**src/design/lsu_pkg.sv**
```systemverilog
/*
  shared types for the load/store unit, bus data width fixed at 32 bits
  type codes 2'b10 and 2'b11 both decode as a byte access
*/
package lsu_pkg;

  //////////////////////////////////////////////////////////////////////
  // access encodings
  //////////////////////////////////////////////////////////////////////

  // access size as issued by the execute stage
  typedef enum logic [1:0] {
    LSU_WORD = 2'b00,
    LSU_HALF = 2'b01,
    LSU_BYTE = 2'b10
  } lsu_type_e;

  // controller states
  // the _MIS states belong to the first part of a split access
  typedef enum logic [2:0] {
    IDLE,
    WAIT_GNT_MIS,
    WAIT_RVALID_MIS,
    WAIT_GNT,
    WAIT_RVALID_MIS_GNTS_DONE
  } ls_fsm_e;

  //////////////////////////////////////////////////////////////////////
  // bundles
  //////////////////////////////////////////////////////////////////////

  // one access from the execute stage, held until done
  typedef struct packed {
    logic        we;
    lsu_type_e   data_type;
    logic        sign_ext;
    logic [31:0] addr;
    logic [31:0] wdata;
  } lsu_req_t;

  // address phase payload towards memory
  typedef struct packed {
    logic [31:0] addr;
    logic        we;
    logic [3:0]  be;
    logic [31:0] wdata;
  } bus_req_t;

  // attributes kept for the response phase
  typedef struct packed {
    logic [1:0] offset;
    lsu_type_e  data_type;
    logic       sign_ext;
    logic       we;
  } lsu_ctrl_t;

endpackage

```
**src/design/lsu_addr_unit.sv**
```systemverilog
/*
  word aligned bus address and trap address register
  second part address is derived from addr_last, written at the first grant
*/
module lsu_addr_unit #(
  parameter int unsigned AddrWidth = 32
) (
  input  logic                 clk_i,
  input  logic                 rst_ni,
  input  logic [AddrWidth-1:0] req_addr_i,
  input  logic                 second_part_i,
  input  logic                 addr_update_i,
  output logic [AddrWidth-1:0] bus_addr_o,
  output logic [AddrWidth-1:0] addr_last_o
);

  logic [AddrWidth-1:0] addr_last_q, addr_last_d;
  logic [AddrWidth-1:0] req_word;
  logic [AddrWidth-1:0] next_word;

  // word of the request itself
  assign req_word = {req_addr_i[AddrWidth-1:2], 2'b00};

  // following word, based on the stored request address
  // so it stays valid after the requester has moved on
  assign next_word = {addr_last_q[AddrWidth-1:2] + 1'b1, 2'b00};

  assign bus_addr_o = second_part_i ? next_word : req_word;

  // full request address for a first or single part, word address otherwise
  assign addr_last_d = second_part_i ? next_word : req_addr_i;

  always_ff @(posedge clk_i or negedge rst_ni) begin
    if (!rst_ni) begin
      addr_last_q <= '0;
    end else if (addr_update_i) begin
      addr_last_q <= addr_last_d;
    end
  end

  assign addr_last_o = addr_last_q;

endmodule

```
**src/design/lsu_ctrl_fsm.sv**
```systemverilog
/*
  access sequencer, a bus error on the first part still issues the second part
  the response is taken as valid only in IDLE, new requests wait for it
*/
module lsu_ctrl_fsm import lsu_pkg::*; (
  input  logic       clk_i,
  input  logic       rst_ni,

  input  logic       lsu_req_i,
  input  lsu_type_e  req_type_i,
  input  logic [1:0] req_offset_i,
  input  lsu_ctrl_t  ctrl_q_i,

  input  logic       data_gnt_i,
  input  logic       data_rvalid_i,
  input  logic       data_err_i,

  output logic       data_req_o,
  output logic       second_part_o,
  output logic       ctrl_update_o,
  output logic       rdata_update_o,
  output logic       addr_update_o,
  output logic       lsu_req_done_o,
  output logic       lsu_resp_valid_o,
  output logic       lsu_rdata_valid_o,
  output logic       load_err_o,
  output logic       store_err_o,
  output logic       busy_o
);

  ls_fsm_e ls_fsm_cs, ls_fsm_ns;

  logic split_access;
  // set after the first grant of a split access until its second grant
  logic handle_mis_q, handle_mis_d;
  // bus error seen on the first part
  logic lsu_err_q, lsu_err_d;
  logic resp_err;

  // word not on a word boundary, or half word crossing into the next word
  assign split_access =
      ((req_type_i == LSU_WORD) && (req_offset_i != 2'b00)) ||
      ((req_type_i == LSU_HALF) && (req_offset_i == 2'b11));

  //////////////////////////////////////////////////////////////////////
  // next state and strobes
  //////////////////////////////////////////////////////////////////////

  always_comb begin
    ls_fsm_ns      = ls_fsm_cs;
    handle_mis_d   = handle_mis_q;
    lsu_err_d      = lsu_err_q;
    data_req_o     = 1'b0;
    second_part_o  = 1'b0;
    ctrl_update_o  = 1'b0;
    rdata_update_o = 1'b0;
    addr_update_o  = 1'b0;
    lsu_req_done_o = 1'b0;

    unique case (ls_fsm_cs)
      IDLE: begin
        if (lsu_req_i) begin
          data_req_o = 1'b1;
          lsu_err_d  = 1'b0;
          if (data_gnt_i) begin
            ctrl_update_o  = 1'b1;
            addr_update_o  = 1'b1;
            handle_mis_d   = split_access;
            // single access finishes its address phase right here
            lsu_req_done_o = ~split_access;
            ls_fsm_ns      = split_access ? WAIT_RVALID_MIS : IDLE;
          end else begin
            ls_fsm_ns      = split_access ? WAIT_GNT_MIS : WAIT_GNT;
          end
        end
      end

      WAIT_GNT_MIS: begin
        data_req_o = 1'b1;
        if (data_gnt_i) begin
          ctrl_update_o = 1'b1;
          addr_update_o = 1'b1;
          handle_mis_d  = 1'b1;
          ls_fsm_ns     = WAIT_RVALID_MIS;
        end
      end

      WAIT_RVALID_MIS: begin
        // second part goes out while the first response is pending
        data_req_o     = 1'b1;
        second_part_o  = 1'b1;
        lsu_req_done_o = data_gnt_i;
        if (data_rvalid_i) begin
          lsu_err_d      = data_err_i;
          rdata_update_o = ~ctrl_q_i.we;
          // keep the first failing address on error
          addr_update_o  = data_gnt_i & ~data_err_i;
          handle_mis_d   = ~data_gnt_i;
          ls_fsm_ns      = data_gnt_i ? IDLE : WAIT_GNT;
        end else if (data_gnt_i) begin
          handle_mis_d = 1'b0;
          ls_fsm_ns    = WAIT_RVALID_MIS_GNTS_DONE;
        end
      end

      WAIT_GNT: begin
        // either a single access or the second part of a split one
        data_req_o    = 1'b1;
        second_part_o = handle_mis_q;
        if (data_gnt_i) begin
          ctrl_update_o  = 1'b1;
          addr_update_o  = ~lsu_err_q;
          handle_mis_d   = 1'b0;
          lsu_req_done_o = 1'b1;
          ls_fsm_ns      = IDLE;
        end
      end

      WAIT_RVALID_MIS_GNTS_DONE: begin
        // both parts granted, first response still outstanding
        second_part_o = 1'b1;
        if (data_rvalid_i) begin
          lsu_err_d      = data_err_i;
          addr_update_o  = ~data_err_i;
          rdata_update_o = ~ctrl_q_i.we;
          ls_fsm_ns      = IDLE;
        end
      end

      default: begin
        ls_fsm_ns = IDLE;
      end
    endcase
  end

  //////////////////////////////////////////////////////////////////////
  // state registers
  //////////////////////////////////////////////////////////////////////

  always_ff @(posedge clk_i or negedge rst_ni) begin
    if (!rst_ni) begin
      ls_fsm_cs    <= IDLE;
      handle_mis_q <= 1'b0;
      lsu_err_q    <= 1'b0;
    end else begin
      ls_fsm_cs    <= ls_fsm_ns;
      handle_mis_q <= handle_mis_d;
      lsu_err_q    <= lsu_err_d;
    end
  end

  //////////////////////////////////////////////////////////////////////
  // response side
  //////////////////////////////////////////////////////////////////////

  // last rvalid of an access always lands in IDLE
  assign lsu_resp_valid_o = data_rvalid_i & (ls_fsm_cs == IDLE);

  // error of either part counts for the whole access
  assign resp_err = lsu_err_q | data_err_i;

  assign lsu_rdata_valid_o = lsu_resp_valid_o & ~resp_err & ~ctrl_q_i.we;
  assign load_err_o        = lsu_resp_valid_o & resp_err & ~ctrl_q_i.we;
  assign store_err_o       = lsu_resp_valid_o & resp_err & ctrl_q_i.we;

  assign busy_o = (ls_fsm_cs != IDLE);

endmodule

```
**src/design/lsu_load_align.sv**
```systemverilog
/*
  read data realignment and extension, result valid with the last rvalid
  the first word of a split load is held only in its upper three bytes
*/
module lsu_load_align import lsu_pkg::*; (
  input  logic        clk_i,
  input  logic        rst_ni,
  input  logic        ctrl_update_i,
  input  logic        rdata_update_i,
  input  lsu_ctrl_t   ctrl_d_i,
  input  logic [31:0] data_rdata_i,
  output lsu_ctrl_t   ctrl_q_o,
  output logic [31:0] lsu_rdata_o
);

  lsu_ctrl_t   ctrl_q;
  logic [31:8] rdata_q;
  logic [31:0] rdata_w;
  logic [15:0] rdata_h;
  logic [7:0]  rdata_b;
  logic [31:0] rdata_h_ext;
  logic [31:0] rdata_b_ext;

  //////////////////////////////////////////////////////////////////////
  // registers
  //////////////////////////////////////////////////////////////////////

  // access attributes, taken at each grant
  always_ff @(posedge clk_i or negedge rst_ni) begin
    if (!rst_ni) begin
      ctrl_q <= '0;
    end else if (ctrl_update_i) begin
      ctrl_q <= ctrl_d_i;
    end
  end

  // upper bytes of the first word of a split load
  always_ff @(posedge clk_i) begin
    if (rdata_update_i) begin
      rdata_q <= data_rdata_i[31:8];
    end
  end

  assign ctrl_q_o = ctrl_q;

  //////////////////////////////////////////////////////////////////////
  // realignment
  //////////////////////////////////////////////////////////////////////

  // word: low bytes from the stored first word, high bytes from the bus
  always_comb begin
    unique case (ctrl_q.offset)
      2'b00:   rdata_w = data_rdata_i;
      2'b01:   rdata_w = {data_rdata_i[7:0], rdata_q[31:8]};
      2'b10:   rdata_w = {data_rdata_i[15:0], rdata_q[31:16]};
      default: rdata_w = {data_rdata_i[23:0], rdata_q[31:24]};
    endcase
  end

  // half word, offset 3 straddles both words
  always_comb begin
    unique case (ctrl_q.offset)
      2'b00:   rdata_h = data_rdata_i[15:0];
      2'b01:   rdata_h = data_rdata_i[23:8];
      2'b10:   rdata_h = data_rdata_i[31:16];
      default: rdata_h = {data_rdata_i[7:0], rdata_q[31:24]};
    endcase
  end

  // byte never splits
  assign rdata_b = data_rdata_i[{ctrl_q.offset, 3'b000} +: 8];

  //////////////////////////////////////////////////////////////////////
  // extension and result select
  //////////////////////////////////////////////////////////////////////

  assign rdata_h_ext = ctrl_q.sign_ext ? {{16{rdata_h[15]}}, rdata_h} : {16'h0000, rdata_h};
  assign rdata_b_ext = ctrl_q.sign_ext ? {{24{rdata_b[7]}}, rdata_b} : {24'h00_0000, rdata_b};

  always_comb begin
    unique case (ctrl_q.data_type)
      LSU_WORD: lsu_rdata_o = rdata_w;
      LSU_HALF: lsu_rdata_o = rdata_h_ext;
      // both upper codes are byte loads
      default:  lsu_rdata_o = rdata_b_ext;
    endcase
  end

endmodule

```
**src/design/lsu_store_align.sv**
```systemverilog
/*
  byte enables and write data placement for both parts of an access
  the rotated word serves both parts, only the enables differ
*/
module lsu_store_align import lsu_pkg::*; (
  input  lsu_type_e   req_type_i,
  input  logic [1:0]  req_offset_i,
  input  logic        second_part_i,
  input  logic [31:0] wdata_i,
  output logic [3:0]  be_o,
  output logic [31:0] wdata_o
);

  //////////////////////////////////////////////////////////////////////
  // byte enables
  //////////////////////////////////////////////////////////////////////

  always_comb begin
    unique case (req_type_i)
      LSU_WORD: begin
        if (!second_part_i) begin
          // bytes from the offset up to the top of the word
          unique case (req_offset_i)
            2'b00:   be_o = 4'b1111;
            2'b01:   be_o = 4'b1110;
            2'b10:   be_o = 4'b1100;
            default: be_o = 4'b1000;
          endcase
        end else begin
          // spill-over bytes at the bottom of the next word
          unique case (req_offset_i)
            2'b00:   be_o = 4'b0000;
            2'b01:   be_o = 4'b0001;
            2'b10:   be_o = 4'b0011;
            default: be_o = 4'b0111;
          endcase
        end
      end

      LSU_HALF: begin
        if (!second_part_i) begin
          unique case (req_offset_i)
            2'b00:   be_o = 4'b0011;
            2'b01:   be_o = 4'b0110;
            2'b10:   be_o = 4'b1100;
            default: be_o = 4'b1000;
          endcase
        end else begin
          // only offset 3 reaches a second part
          be_o = 4'b0001;
        end
      end

      // byte, code 2'b11 lands here as well
      default: begin
        be_o = 4'b0001 << req_offset_i;
      end
    endcase
  end

  //////////////////////////////////////////////////////////////////////
  // write data rotation
  //////////////////////////////////////////////////////////////////////

  // rotate left by the byte offset, wrapped bytes feed the second part
  always_comb begin
    unique case (req_offset_i)
      2'b00:   wdata_o = wdata_i;
      2'b01:   wdata_o = {wdata_i[23:0], wdata_i[31:24]};
      2'b10:   wdata_o = {wdata_i[15:0], wdata_i[31:16]};
      default: wdata_o = {wdata_i[7:0], wdata_i[31:8]};
    endcase
  end

endmodule

```
**src/design/lsu_top.sv**
```systemverilog
/*
  load/store unit, one access in flight, split word accesses handled internally
  requester holds lsu_req_i and lsu_req_info_i stable until lsu_req_done_o
  addresses above AddrWidth are dropped on the bus side
*/
module lsu_top import lsu_pkg::*; #(
  parameter int unsigned AddrWidth = 32
) (
  input  logic                 clk_i,
  input  logic                 rst_ni,

  // execute stage
  input  logic                 lsu_req_i,
  input  lsu_req_t             lsu_req_info_i,
  output logic                 lsu_req_done_o,
  output logic                 lsu_resp_valid_o,
  output logic                 lsu_rdata_valid_o,
  output logic [31:0]          lsu_rdata_o,
  output logic                 load_err_o,
  output logic                 store_err_o,
  output logic                 busy_o,
  output logic [AddrWidth-1:0] addr_last_o,

  // data bus
  output logic                 data_req_o,
  output bus_req_t             data_bus_o,
  input  logic                 data_gnt_i,
  input  logic                 data_rvalid_i,
  input  logic                 data_err_i,
  input  logic [31:0]          data_rdata_i
);

  logic                 second_part;
  logic                 ctrl_update;
  logic                 rdata_update;
  logic                 addr_update;
  logic [AddrWidth-1:0] bus_addr;
  logic [3:0]           bus_be;
  logic [31:0]          bus_wdata;
  lsu_ctrl_t            ctrl_d;
  lsu_ctrl_t            ctrl_q;

  // attributes of the current request, registered by the load aligner
  assign ctrl_d = '{
    offset:    lsu_req_info_i.addr[1:0],
    data_type: lsu_req_info_i.data_type,
    sign_ext:  lsu_req_info_i.sign_ext,
    we:        lsu_req_info_i.we
  };

  lsu_ctrl_fsm u_ctrl_fsm (
    .clk_i             (clk_i),
    .rst_ni            (rst_ni),
    .lsu_req_i         (lsu_req_i),
    .req_type_i        (lsu_req_info_i.data_type),
    .req_offset_i      (lsu_req_info_i.addr[1:0]),
    .ctrl_q_i          (ctrl_q),
    .data_gnt_i        (data_gnt_i),
    .data_rvalid_i     (data_rvalid_i),
    .data_err_i        (data_err_i),
    .data_req_o        (data_req_o),
    .second_part_o     (second_part),
    .ctrl_update_o     (ctrl_update),
    .rdata_update_o    (rdata_update),
    .addr_update_o     (addr_update),
    .lsu_req_done_o    (lsu_req_done_o),
    .lsu_resp_valid_o  (lsu_resp_valid_o),
    .lsu_rdata_valid_o (lsu_rdata_valid_o),
    .load_err_o        (load_err_o),
    .store_err_o       (store_err_o),
    .busy_o            (busy_o)
  );

  lsu_addr_unit #(
    .AddrWidth (AddrWidth)
  ) u_addr_unit (
    .clk_i         (clk_i),
    .rst_ni        (rst_ni),
    .req_addr_i    (lsu_req_info_i.addr[AddrWidth-1:0]),
    .second_part_i (second_part),
    .addr_update_i (addr_update),
    .bus_addr_o    (bus_addr),
    .addr_last_o   (addr_last_o)
  );

  lsu_store_align u_store_align (
    .req_type_i    (lsu_req_info_i.data_type),
    .req_offset_i  (lsu_req_info_i.addr[1:0]),
    .second_part_i (second_part),
    .wdata_i       (lsu_req_info_i.wdata),
    .be_o          (bus_be),
    .wdata_o       (bus_wdata)
  );

  lsu_load_align u_load_align (
    .clk_i          (clk_i),
    .rst_ni         (rst_ni),
    .ctrl_update_i  (ctrl_update),
    .rdata_update_i (rdata_update),
    .ctrl_d_i       (ctrl_d),
    .data_rdata_i   (data_rdata_i),
    .ctrl_q_o       (ctrl_q),
    .lsu_rdata_o    (lsu_rdata_o)
  );

  // bus payload, upper address bits zero when AddrWidth < 32
  assign data_bus_o = '{
    addr:  32'(bus_addr),
    we:    lsu_req_info_i.we,
    be:    bus_be,
    wdata: bus_wdata
  };

endmodule

```
**config.mk**
```make
export PLATFORM = sky130hd
export DESIGN_NAME = lsu_top
export DESIGN_NICKNAME = d
export VERILOG_FILES = /design/src/design/lsu_pkg.sv /design/src/design/lsu_addr_unit.sv /design/src/design/lsu_ctrl_fsm.sv /design/src/design/lsu_load_align.sv /design/src/design/lsu_store_align.sv /design/src/design/lsu_top.sv
export SDC_FILE = /design/constraint.sdc
export NUM_CORES = 1
export LEC_CHECK = 0
export BUFFER_PORTS_ARGS = -buffer_cell sky130_fd_sc_hd__buf_2
export CAP_MARGIN = 20
export CORE_MARGIN = 4
export CORE_UTILIZATION = 29
export CTS_BUF_LIST = sky130_fd_sc_hd__clkbuf_4 sky130_fd_sc_hd__clkbuf_8
export DETAILED_ROUTE_END_ITERATION = 10
export GPL_ROUTABILITY_DRIVEN = 0
export GPL_TIMING_DRIVEN = 0
export PLACE_DENSITY_LB_ADDON = 0.15
export SETUP_SLACK_MARGIN = 0.2
export SLEW_MARGIN = 20
export SYNTH_ARGS = -nofsm -noshare
export SYNTH_HDL_FRONTEND = slang
export SYNTH_SLANG_ARGS = --single-unit
```
**constraint.sdc**
```tcl
create_clock -name clk_i -period 3.52 [get_ports clk_i]
set_input_delay 0.176 -clock clk_i [delete_from_list [all_inputs] [get_ports clk_i]]
set_output_delay 0.176 -clock clk_i [all_outputs]
set_load 0.03 [all_outputs]
```
Yosys cells after proc, flatten, opt, wreduce, memory -nomap -nowiden
Cells that the tools add are included.
Widths: inputs -> output; s select.
{"block": "word_totals", "wordCells": 111, "reg_bits": 67, "input_bits": 106, "output_inout_bits": 140}
{"block": "classes", "bitwise": 14, "n_reduce_logical": 18, "eq_ne": 18, "mux": 49, "shift": 2, "n_addsub": 1}
{"cell": "$pmux 32 s3", "n": 2}
{"cell": "$mux 32", "n": 4}
{"cell": "$pmux 32 s2", "n": 1}
{"cell": "$pmux 16 s3", "n": 1}
{"cell": "$shiftx 32x6->8", "n": 1}
{"cell": "$add 30x1->30 const B", "n": 1}
{"cell": "$mux 3", "n": 7}
{"cell": "$pmux 3 s3", "n": 2}
{"cell": "$mux 1", "n": 17}
{"cell": "$pmux 3 s5", "n": 1}
{"cell": "$pmux 4 s3", "n": 1}
{"cell": "$ne 2x2->1 const B", "n": 5}
{"cell": "$eq 2x1->1 const B", "n": 4}
{"cell": "$logic_not 2->1", "n": 4}
{"cell": "$mux 4", "n": 2}
{"cell": "$pmux 1 s2", "n": 4}
{"cell": "$pmux 4 s2", "n": 1}
{"cell": "$and 1x1->1", "n": 7}
{"cell": "$eq 2x2->1 const B", "n": 3}
{"cell": "$eq 3x2->1 const B", "n": 2}
{"cell": "$mux 2", "n": 3}
{"cell": "$not 1->1", "n": 6}
{"cell": "$pmux 1 s5", "n": 1}
{"cell": "$reduce_and 5->1", "n": 1}
{"cell": "18 further kinds", "n": 21}

Logic depth before layout (Yosys ltp)
Gate-level depths: netlist of run 1.
{"block": "logic_depth", "depth_word": 7, "depth_mapped": 11, "mapped_depth_nobuf": 10}

Hierarchy
From an unflattened synthesis of run 1, not the netlist that was laid out.
{"block": "unflattened", "cells_unflattened": 863, "area_unflattened_um2": 7214.4}
{"module": "lsu_addr_unit", "area_per_inst_um2": 2985.4, "cells_per_inst": 391, "instances": 1, "seq_area_each_um2": 800.8}
{"module": "lsu_load_align", "area_per_inst_um2": 2643.8, "cells_per_inst": 271, "instances": 1, "seq_area_each_um2": 870.8}
{"module": "lsu_store_align", "area_per_inst_um2": 1072.3, "cells_per_inst": 136, "instances": 1, "seq_area_each_um2": 0.0}
{"module": "lsu_ctrl_fsm", "area_per_inst_um2": 505.5, "cells_per_inst": 64, "instances": 1, "seq_area_each_um2": 125.1}
{"module": "lsu_top", "area_per_inst_um2": 7.5, "cells_per_inst": 1, "instances": 1, "seq_area_each_um2": 0.0}

Least setup slack after synthesis of run 1
OpenSTA, ideal clock, no wires.
{"block": "synth_path", "kind": "reg-to-reg", "start": "reg u_ctrl_fsm.ls_fsm_cs[1]", "end": "reg u_load_align.rdata_q[10] in the netlist's numbering (enable)", "n_path_buf": 0, "synth_period_minus_slack_ns": 2.793, "path_slack_ns": 0.727, "arrival_ns": 2.358, "setup_time_ns": 0.435, "t_required_ns": 3.085, "stages_incl_launch_ff": 3, "path_cell_list": "dfrtp_1 xnor2_2 nor3_1"}
{"block": "synth_via", "elab_chain_cells": 3, "word_cells_on_any_way": 4, "cone_classes": "eq/ne: 2; mux: 1; reduce/logical: 1"}
{"element": "start: declaration", "line": "lsu_ctrl_fsm.sv:31", "text": "ls_fsm_e ls_fsm_cs, ls_fsm_ns;"}
{"element": "start signal: assignment", "line": "lsu_ctrl_fsm.sv:146", "text": "ls_fsm_cs <= ls_fsm_ns;"}
{"element": "$eq 3x2->1 or $eq 3x3->1 (tied branches)", "line": "lsu_ctrl_fsm.sv:60", "text": "unique case (ls_fsm_cs)"}
{"element": "$reduce_or 2->1 (no line) (*)"}
{"element": "$mux 1 (*)"}
{"element": "via rdata_update", "line": "lsu_top.sv:35", "text": "logic rdata_update;"}
{"element": "end signal: assignment", "line": "lsu_load_align.sv:40", "text": "rdata_q <= data_rdata_i[31:8];"}
{"element": "end: declaration", "line": "lsu_load_align.sv:17", "text": "logic [31:8] rdata_q;"}
The timed path passes the listed nets; every way through them passes the cells marked *.
A chain may end at the register's enable or synchronous reset.

==> results.md, run 1 <==
* Status: complete, no violations
* Post-route ant nets at 0
* Crit path arrival time at 2.74 ns
* Leading post-synthesis cells by cell area: dfrtp_1, edfxtp_1, mux2i_1
* Num Clock Sinks at 67
* Fillers at 2420
* WHS at 0.03553 ns
* Critical Path, Cell by Cell: ha_1 > nand4_2 > nor3_2 > nand3_1 > xor2_1 > a21oi_1 > buf_4 > buf_2
* Relative slew slack at 46.86%
* Comb pwr share at 75.8%
* Leakage power at 3.894 nW
* RSZ-0062 raised after global routing: false
* Post-synth EDFFs at 24
* Die Ht at 160.6 µm
* Final Setup Violations at 0
* Setup Slack @ Placement at 1.022 ns
* Cell variety after synth at 69
* Worst Setup Start Kind: flop
* R2R depth at 6
* Total track usage at 19.57%
* RR Endpoint: u_addr_unit.addr_last_o[24]
* Final Hold Viols at 0
* Antenna violations before repair at 1
* Final WL at 26530 µm
* Total vias in the final route at 7474
* Synth top area share at 15.93%
* Most numerous cell in the Yosys netlist: nand2_1
* Worst-Margin Slew at 0.7927 ns
* CP Max Fanout at 7
* Sw Pwr at 0.005127 W
* Ys async rst share at 64.18%
* Mapped Area at 6755 µm²
* Number of CTS-inserted buffers at 9
* Clock share of power at 8.0%
* Core region area at 22780 µm²
* Routed WL per cell at 18.89 µm
* Die area at 25800 µm²
* Synth area leader: dfrtp_1
* First-pass GRT wire length at 40810 µm
* CTS tree: done
* Setup crit end: data_bus_o[55]
* Row count at 55
* Root buffer cell: clkbuf_8
* Drt via density at 5.323
* Crit-path max cell delay at 0.58 ns
* Top cells by count, synth: nand2_1, a21oi_1, nor2_1
* Fmax at 0.3427 GHz
* Largest net degree at the start of global routing at 44
* Sequential Area at 1797 µm²
* Max H-tree Level at 3
* Period utilization at 82.90%
* Net Sw Frac at 57.33%
* Starting Density at 29.66%
* Nets at 1200
* Cell area power density at 1036 nW/µm²
* Iter 0 DRT Violations at 766
* Total Power at 0.008944 W
* Synthesis-to-finish area growth at 27.82%
* Worst Hold Class: in2reg
* DRC Markers at 0
* FF+latch count, synth at 67
* Hpwl dp at 19930 µm
* Reg2reg setup slack at 1.25 ns
* Avg Inst Size Synth at 8.178 µm²
* Vias in the first global route at 7183
* Pint at 0.003816 W
* Total negative slack at 0 ns
* Slowest library cell on the worst path: nor3_2
* Main synth FF type: dfrtp_1
* Clock-pin transition on the worst setup and hold timing paths at 0.08 ns
* Die Wd at 160.6 µm
* Ant. Diodes at 0
* Max-cap violations at 0
* Critical Path End Type: primary output
* Share of layout cells above drive strength 1 at 34.28%
* CTS Buffer Depth at 2
* First-pass DRT Iterations at 7
* Register area share after synthesis at 26.60%
* WS Path Type: reg2out
* Worst setup path start: u_addr_unit.addr_last_o[2]
* Max-slew violation count at 0
* Top-Level Pins at 246
* Largest vdd supply drop at 0.4003 mV
* IO Port Bufs at 243
* Reg-to-reg critical path startpoint: u_addr_unit.addr_last_o[2]
* Multi-input logic area at 4175 µm²
* GRT Residual Overflow at 0
* Post-CTS setup buffers at 0
* Setup slack after layout at 0.6021 ns
* Min Tclk post-route at 2.918 ns
* Synth warnings at 0
* Skew-Pair Late Insertion Delay at 0.36 ns
* Critical path required time at 3.34 ns
* Clk_skew at 0.01535 ns
* Cell count after synthesis at 826
* Sequential share of power at 16.2%
## metrics by stage
stage,utilization (%),instances,instance area (µm²)
2_1_floorplan,-,827,6759
3_3_place_gp,36.73,1383,8367
3_5_place_dp,36.83,1385,8389
4_1_cts,37.91,1404,8635
5_1_grt,37.91,1404,8635
6_report,37.91,1404,8635
## how the worst min path moves through the flow
stage                     cells past startpoint        startpoint                          end
after global routing                          1  data_rdata_i[20]     u_load_align.rdata_q[20]
after floorplan                               0            rst_ni   u_addr_unit.addr_last_o[0]
after global placement                        1  data_rdata_i[26]     u_load_align.rdata_q[26]
after CTS                                     1  data_rdata_i[18]     u_load_align.rdata_q[18]
after detailed placement                      1            rst_ni  u_addr_unit.addr_last_o[22]
final                                         1  data_rdata_i[31]     u_load_align.rdata_q[31]
## worst max-delay path, delay by kind of cell, from the launching register on
family,cells,cell delay (ns)
AND/OR/NAND/NOR,3,1.02
buffers and inverters,2,0.30
adder cells (fa/ha/maj),1,0.27
XOR/XNOR,1,0.19
AO/OA/AOI/OAI,1,0.15
flip-flops,1,0.44
## power groups by stage
| stage | clock (W) | combinational [W] | sequential (W) |
|---|---|---|---|
| CTS | 0.000744 | 0.00681 | 0.00144 |
| floorplan | 0 | 0.00452 | 0.00174 |
| global route | 0.000772 | 0.00727 | 0.00150 |
| detailed placement | 0 | 0.00679 | 0.00146 |
| global placement | 0 | 0.00676 | 0.00146 |
| finish | 0.000712 | 0.00678 | 0.00145 |
## final cells by class
cell class	count	area share, %
inverters	50	2.174
multi-input cells	610	48.36
clock buffers	14	2.087
repair buffers	248	14.64
clock inverters	2	0.4057
flip-flops and latches	67	20.81
well taps	313	4.536
plain buffers	100	6.999
## layer usage
layer	track usage, %	wire length (µm)
met1	27.30	11780
met2	31.18	11960
met3	3.618	2289
met4	5.241	487
met5	0	13
## timing repair
action,4_1_cts,5_1_grt
gates resized for setup,0,0
hold endpoints to repair,45,0
hold buffers,3,0
## sequential cells by signal, indices dropped and copies added, names as in the netlist
signal and count:
u_addr_unit.addr_last_o 32, u_load_align.rdata_q 24, u_load_align.ctrl_q_o 6, u_ctrl_fsm.ls_fsm_cs 3, u_ctrl_fsm.handle_mis_q 1, u_ctrl_fsm.lsu_err_q 1
## placed cells by master (no fill, tap or decap), types with 14 or more instances in the layout
| cell type | count |
|---|---|
| nor2_1 | 70 |
| buf_4 | 37 |
| o21ai_0 | 52 |
| o22a_1 | 30 |
| edfxtp_1 | 24 |
| buf_2 | 267 |
| a222oi_1 | 32 |
| nand2_1 | 88 |
| inv_1 | 50 |
| a21oi_1 | 70 |
| xor2_1 | 17 |
| o22ai_1 | 17 |
| clkbuf_1 | 26 |
| dfrtp_1 | 43 |
| clkbuf_8 | 14 |
| mux2i_1 | 48 |
## cells by family (layout without fill, tap and decap cells)
group                      count (synthesis)  in the layout  synth area share (%)
other                                      1              2               0.05551
buffers and inverters                    150            414                 11.72
adders and majority gates                  8              8                 1.482
AOI/OAI and AO/OA                        258            258                 26.19
and+or+nand+nor                          242            242                 17.43
muxes                                     72             72                 12.78
DFF                                       67             67                 26.60
xor gates and xnor gates                  28             28                 3.741
Note: power is estimated with default switching activity, not from simulation.
==> inputs of run 2 (changes only) <==
Clock period 3.52 ns to 3 ns, I/O delays scaled along.
==> run 2 against run 1 <==
Compared with the run above: sequential share of layout area shrank 0.38 points; highest routed layer unchanged; clock-buffer cell count unchanged; global-route usage about the same; critical path depth decreased by 2; combinational power increased by 18%; cell area grew 1.9%; sequential power up 18%; largest cell class unchanged; register-to-register slack worse by 0.25 ns; via count rose by 0.32%; utilization increased by 0.71 points.
==> results.md, run 2 (same netlist as run 1, synthesis figures left out) <==
* Worst Setup Start Kind: flop
* Status: complete, no violations
* Cell area power density at 1199 nW/µm² (+16%)
* Top-Level Pins at 246 (unchanged)
* Num Clock Sinks at 67 (unchanged)
* Clk_skew at 0.01530 ns (-0.00005540 ns)
* Core region area at 22780 µm² (unchanged)
* Ant. Diodes at 0 (unchanged)
* Period utilization at 89.86%
* GRT Residual Overflow at 0 (unchanged)
* Fillers at 2410 (-0.41%)
* Die Ht at 160.6 µm (unchanged)
* Starting Density at 29.66% (unchanged)
* IO Port Bufs at 243 (unchanged)
* Relative slew slack at 47.41% (+0.55 points)
* Worst-Margin Slew at 0.7888 ns (-0.003921 ns)
* Final Hold Viols at 0 (unchanged)
* Antenna violations before repair at 1 (unchanged)
* Iter 0 DRT Violations at 739 (-3.5%)
* Nets at 1211 (+0.92%)
* Vias in the first global route at 7229 (+0.64%)
* Synthesis-to-finish area growth at 30.21%
* Total Power at 0.01055 W (+18%)
* Root buffer cell: clkbuf_8
* Reg2reg setup slack at 1.00 ns (-0.25 ns)
* Final instance area at 8796 µm² (+1.9%)
* Number of CTS-inserted buffers at 9 (unchanged)
* Worst Hold Class: in2reg
* Max-cap violations at 0 (unchanged)
* Drt via density at 5.299 (-0.46%)
* Hpwl dp at 19930 µm (unchanged)
* Max H-tree Level at 3 (unchanged)
* Total vias in the final route at 7498 (+0.32%)
* Most common cell after layout, fill and taps aside: buf_2
* Final Setup Violations at 0 (unchanged)
* Max-slew violation count at 0 (unchanged)
* Share of layout cells above drive strength 1 at 35.03% (+0.75 points)
* Cell Area, Placed at 8389 µm² (unchanged)
* Number of flip-flops in the largest register at 32 (unchanged)
* Total track usage at 19.61% (+0.039 points)
* WHS at 0.03753 ns (+0.001999 ns)
* Die area at 25800 µm² (unchanged)
* Fmax at 0.3709 GHz
* First-pass DRT Iterations at 8 (+1)
* CTS tree: done
* Critical path required time at 2.85 ns (-0.49 ns)
* DRC Markers at 0 (unchanged)
* Die Wd at 160.6 µm (unchanged)
* CTS Buffer Depth at 2 (unchanged)
* Final Util at 38.62% (+0.71 points)
* First-pass GRT wire length at 40920 µm (+0.27%)
* Leakage power at 3.980 nW (+2.2%)
* Clock-pin transition on the worst setup and hold timing paths at 0.07 ns (about the same)
* Row count at 55 (unchanged)
* Skew-Pair Late Insertion Delay at 0.36 ns (about the same)
* Min Tclk post-route at 2.696 ns
* Largest net degree at the start of global routing at 44 (unchanged)
* RSZ-0062 raised after global routing: true
* Largest vdd supply drop at 0.4760 mV (+19%)
* Routed WL per cell at 18.77 µm (-0.64%)
* Final WL at 26570 µm (+0.14%)
* CP Max Fanout at 10 (+3)
* Post-route ant nets at 0 (unchanged)
* Crit path arrival time at 2.55 ns (-0.19 ns)
* Most frequent cells in the layout: buf_2, nand2_1, a21oi_1
* WS Path Type: reg2out
* Critical Path End Type: primary output
==> run 2: worst paths after layout <==
path                       depth (start not counted)                           to                       start
setup / recovery                                   6              lsu_rdata_o[27]    u_load_align.ctrl_q_o[4]
hold / removal                                     2     u_load_align.ctrl_q_o[1]          lsu_req_info_i[64]
setup reg to reg                                   6  u_addr_unit.addr_last_o[16]  u_addr_unit.addr_last_o[2]
hold reg to reg                                    2   u_addr_unit.addr_last_o[1]  u_addr_unit.addr_last_o[1]
max in group asynchronous                          2      u_ctrl_fsm.handle_mis_q                      rst_ni
min in group asynchronous                          2  u_addr_unit.addr_last_o[22]                      rst_ni
==> run 2: what timing repair did <==
action | CTS | global route
endpoints found under the hold margin | 54 | 0
buffers inserted | 0 | 2
cloned | 0 | 0
pin swaps | 0 | 3
gates resized for setup | 3 | 12
endpoints found under the setup margin | 18 | 39
hold buffers | 12 | 0
==> run 2: per-layer routing <==
layer	vias to the layer above	routed length, µm	GRT usage [%]
met3	34	2164	3.644
li1	3556	-	-
met4	2	453	5.241
met1	3545	11830	27.32
met2	361	12100	31.27
met5	-	13	0
==> run 2: where the power goes <==
part           leakage [nW]  total (W)  internal, W  switching (W)
clock                 0.114   0.000836     0.000470       0.000365
sequential            0.717    0.00171      0.00128       0.000425
combinational          3.15    0.00801      0.00276        0.00525
==> run 2: area by class of cell <==
class	instances	area (µm²)	share of cell area (%)
Sequential cell	67	1797	20.43
Tap cell	313	391.6	4.452
Clock inverter	2	35.03	0.3983
Buffer	100	611.8	6.956
Inverter	50	187.7	2.134
Clock buffer	14	180.2	2.048
Multi-Input combinational cell	610	4212	47.88
Timing Repair Buffer	259	1381	15.70
==> run 2: worst max-delay path, stage by stage, from the launching register on <==
cell and delay [ns]:
dfrtp_1 0.39, buf_2 0.34, buf_2 0.29, buf_1 0.53
a21oi_1 0.14, o21ai_0 0.25, buf_2 0.24
==> run 2: through the flow <==
stage	setup WS, ns	cells	TNS (ns)
2_1_floorplan	0.2070	827	0
3_5_place_dp	0.5279	1385	0
6_report	0.3041	1415	0
3_3_place_gp	-0.9642	1383	-23.11
5_1_grt	0.1655	1415	0
4_1_cts	0.2195	1413	0
==> inputs of run 3 (changes only) <==
Settings changed: CORE_UTILIZATION 29 to 40, CTS_CLUSTER_DIAMETER from default to 60.
==> run 3 against run 2 <==
Compared with the run above: flip-flop and latch count stayed put; global-route usage increased by 4.8 points; first-iteration DRC count rose by 26%; maximum frequency is 2.7% lower; clock-buffer cell count is 3 lower; die area fell by 26%; utilization rose by 14 points; critical endpoint is now lsu_rdata_o[24]; largest power group unchanged.
==> results.md, run 3 (same netlist as run 1, synthesis figures left out) <==
* Setup slack after layout at 0.2281 ns (-0.07607 ns)
* Iter 0 DRT Violations at 931 (+26%)
* Largest net degree at the start of global routing at 44 (unchanged)
* Skew-Pair Late Insertion Delay at 0.36 ns (about the same)
* CP Max Fanout at 10 (unchanged)
* Critical path required time at 2.85 ns (about the same)
* Die area at 19030 µm² (-26%)
* Routed WL per cell at 18.46 µm (-1.7%)
* Final Hold Viols at 0 (unchanged)
* First-pass GRT wire length at 36710 µm (-10%)
* Fmax at 0.3608 GHz (-2.7%)
* Non-Filler Instances at 1319 (-6.8%)
* Slowest library cell on the worst path: buf_1
* First-pass DRT Iterations at 9 (+1)
* Starting Density at 40.73% (+11 points)
* Critical Path End Type: primary output
* Antenna violations before repair at 0 (-1)
* Total track usage at 24.37% (+4.8 points)
* Nets at 1208 (-0.25%)
* WHS at 0.01925 ns (-0.01828 ns)
* Post-route ant nets at 0 (unchanged)
* Number of flip-flops in the largest register at 32 (unchanged)
* Share of layout cells above drive strength 1 at 34.94% (-0.086 points)
* Max-cap violations at 0 (unchanged)
* Hpwl dp at 17990 µm (-9.7%)
* Top-Level Pins at 246 (unchanged)
* Most common cell after layout, fill and taps aside: buf_2
* IO Port Bufs at 243 (unchanged)
* Most frequent cells in the layout: buf_2, nand2_1, a21oi_1
* Final WL at 24350 µm (-8.3%)
* Clock-pin transition on the worst setup and hold timing paths at 0.08 ns (about the same)
* Max H-tree Level at 3 (unchanged)
* Largest vdd supply drop at 0.5800 mV (+22%)
* Die Wd at 138.0 µm (-14%)
* Worst Hold Class: in2reg
* GRT Residual Overflow at 0 (unchanged)
* Number of CTS-inserted buffers at 9 (unchanged)
* RSZ-0062 raised after global routing: true
* Worst Setup Start Kind: flop
* Row count at 47 (-15%)
* Worst-Margin Slew at 0.8217 ns (+0.03284 ns)
* Final Setup Violations at 0 (unchanged)
* Drt via density at 5.766 (+8.8%)
* Placed insts at 1292 (-6.7%)
* DRC Markers at 0 (unchanged)
* Leakage power at 3.970 nW (-0.25%)
* Fillers at 1628 (-32%)
* Relative slew slack at 44.92% (-2.5 points)
* Synthesis-to-finish area growth at 28.32%
* Root buffer cell: clkbuf_8
* Crit-path max cell delay at 0.51 ns (-0.02 ns)
* Critical Path, Cell by Cell: buf_2 > buf_2 > buf_1 > a21oi_1 > o21ai_0 > buf_2
* CTS tree: done
* Most common cell on crit path: buf_2
* Total negative slack at 0 ns (unchanged)
* Total Power at 0.01056 W (about the same)
* Die Ht at 138.0 µm (-14%)
* Max-slew violation count at 0 (unchanged)
* Status: complete, no violations
* Vias in the first global route at 6970 (-3.6%)
* Total vias in the final route at 7606 (+1.4%)
* Core region area at 16580 µm² (-27%)
* CTS Buffer Depth at 2 (unchanged)
* Setup Slack @ Placement at 0.5141 ns (-0.01382 ns)
* WS Path Type: reg2out
* Min Tclk post-route at 2.772 ns (+0.07606 ns)
* Crit path arrival time at 2.62 ns (+0.07 ns)
* Period utilization at 92.40% (+2.5 points)
* Cell area power density at 1218 nW/µm² (+1.6%)
* Ant. Diodes at 0 (unchanged)
* Clk_skew at 0.01358 ns (-0.001717 ns)
* Num Clock Sinks at 67 (unchanged)
-- run 3: path summary, 6_finish.rpt --
kind                                                 start                           to  slack, ns  cells past startpoint
worst max-delay path              u_load_align.ctrl_q_o[4]              lsu_rdata_o[24]       0.23                      6
worst min-delay path                      data_rdata_i[20]     u_load_align.rdata_q[20]       0.02                      1
worst max register to register     u_ctrl_fsm.ls_fsm_cs[1]  u_addr_unit.addr_last_o[29]       0.94                      5
worst min register to register  u_addr_unit.addr_last_o[0]   u_addr_unit.addr_last_o[0]       0.48                      2
max in group asynchronous                           rst_ni      u_ctrl_fsm.handle_mis_q       2.23                      2
min in group asynchronous                           rst_ni  u_addr_unit.addr_last_o[21]       0.35                      2
-- run 3: timing repair --
item                                    in CTS  in global routing
endpoints found under the setup margin       5                 38
endpoints found under the hold margin        7                 43
setup buffers                                0                  3
resized for setup                            2                 10
hold buffers                                 7                  1
pin swaps                                    0                  2
-- run 3: stage by stage --
step                area [µm²]  utilization, %
global placement          8250           49.75
finish                    8668           52.27
global route              8668           52.27
detailed placement        8274           49.89
floorplan                 6759               -
CTS                       8598           51.85
-- run 3: power breakdown --
group	leakage (nW)	switching, W	internal [W]
Combinational	3.13	0.00516	0.00274
Sequential	0.717	0.000418	0.00128
Clock	0.127	0.000375	0.000582
Total	3.97	0.00595	0.00461
-- run 3: final cells by class --
cell class	count	area (µm²)	area share, %
Buffer	100	610.6	7.044
Clock buffer	11	145.1	1.674
Clock inverter	5	100.1	1.155
Inverter	50	187.7	2.165
Multi-Input combinational cell	610	4200	48.46
Sequential cell	67	1797	20.73
Tap cell	220	275.3	3.176
Timing Repair Buffer	256	1353	15.60
-- run 3: critical path, delay by kind of cell (launching register included) --
family | cells | cell delay, ns
buffers and inverters | 4 | 1.40
DFF | 1 | 0.43
AOI/OAI and AO/OA | 2 | 0.44
-- run 3: metal layers --
layer	global-route usage (%)	up-vias	wire length, µm
met5	0	-	0
met4	7.903	0	526
met3	5.552	51	2574
met2	37.83	432	11020
met1	33.65	3575	10230
li1	-	3548	-
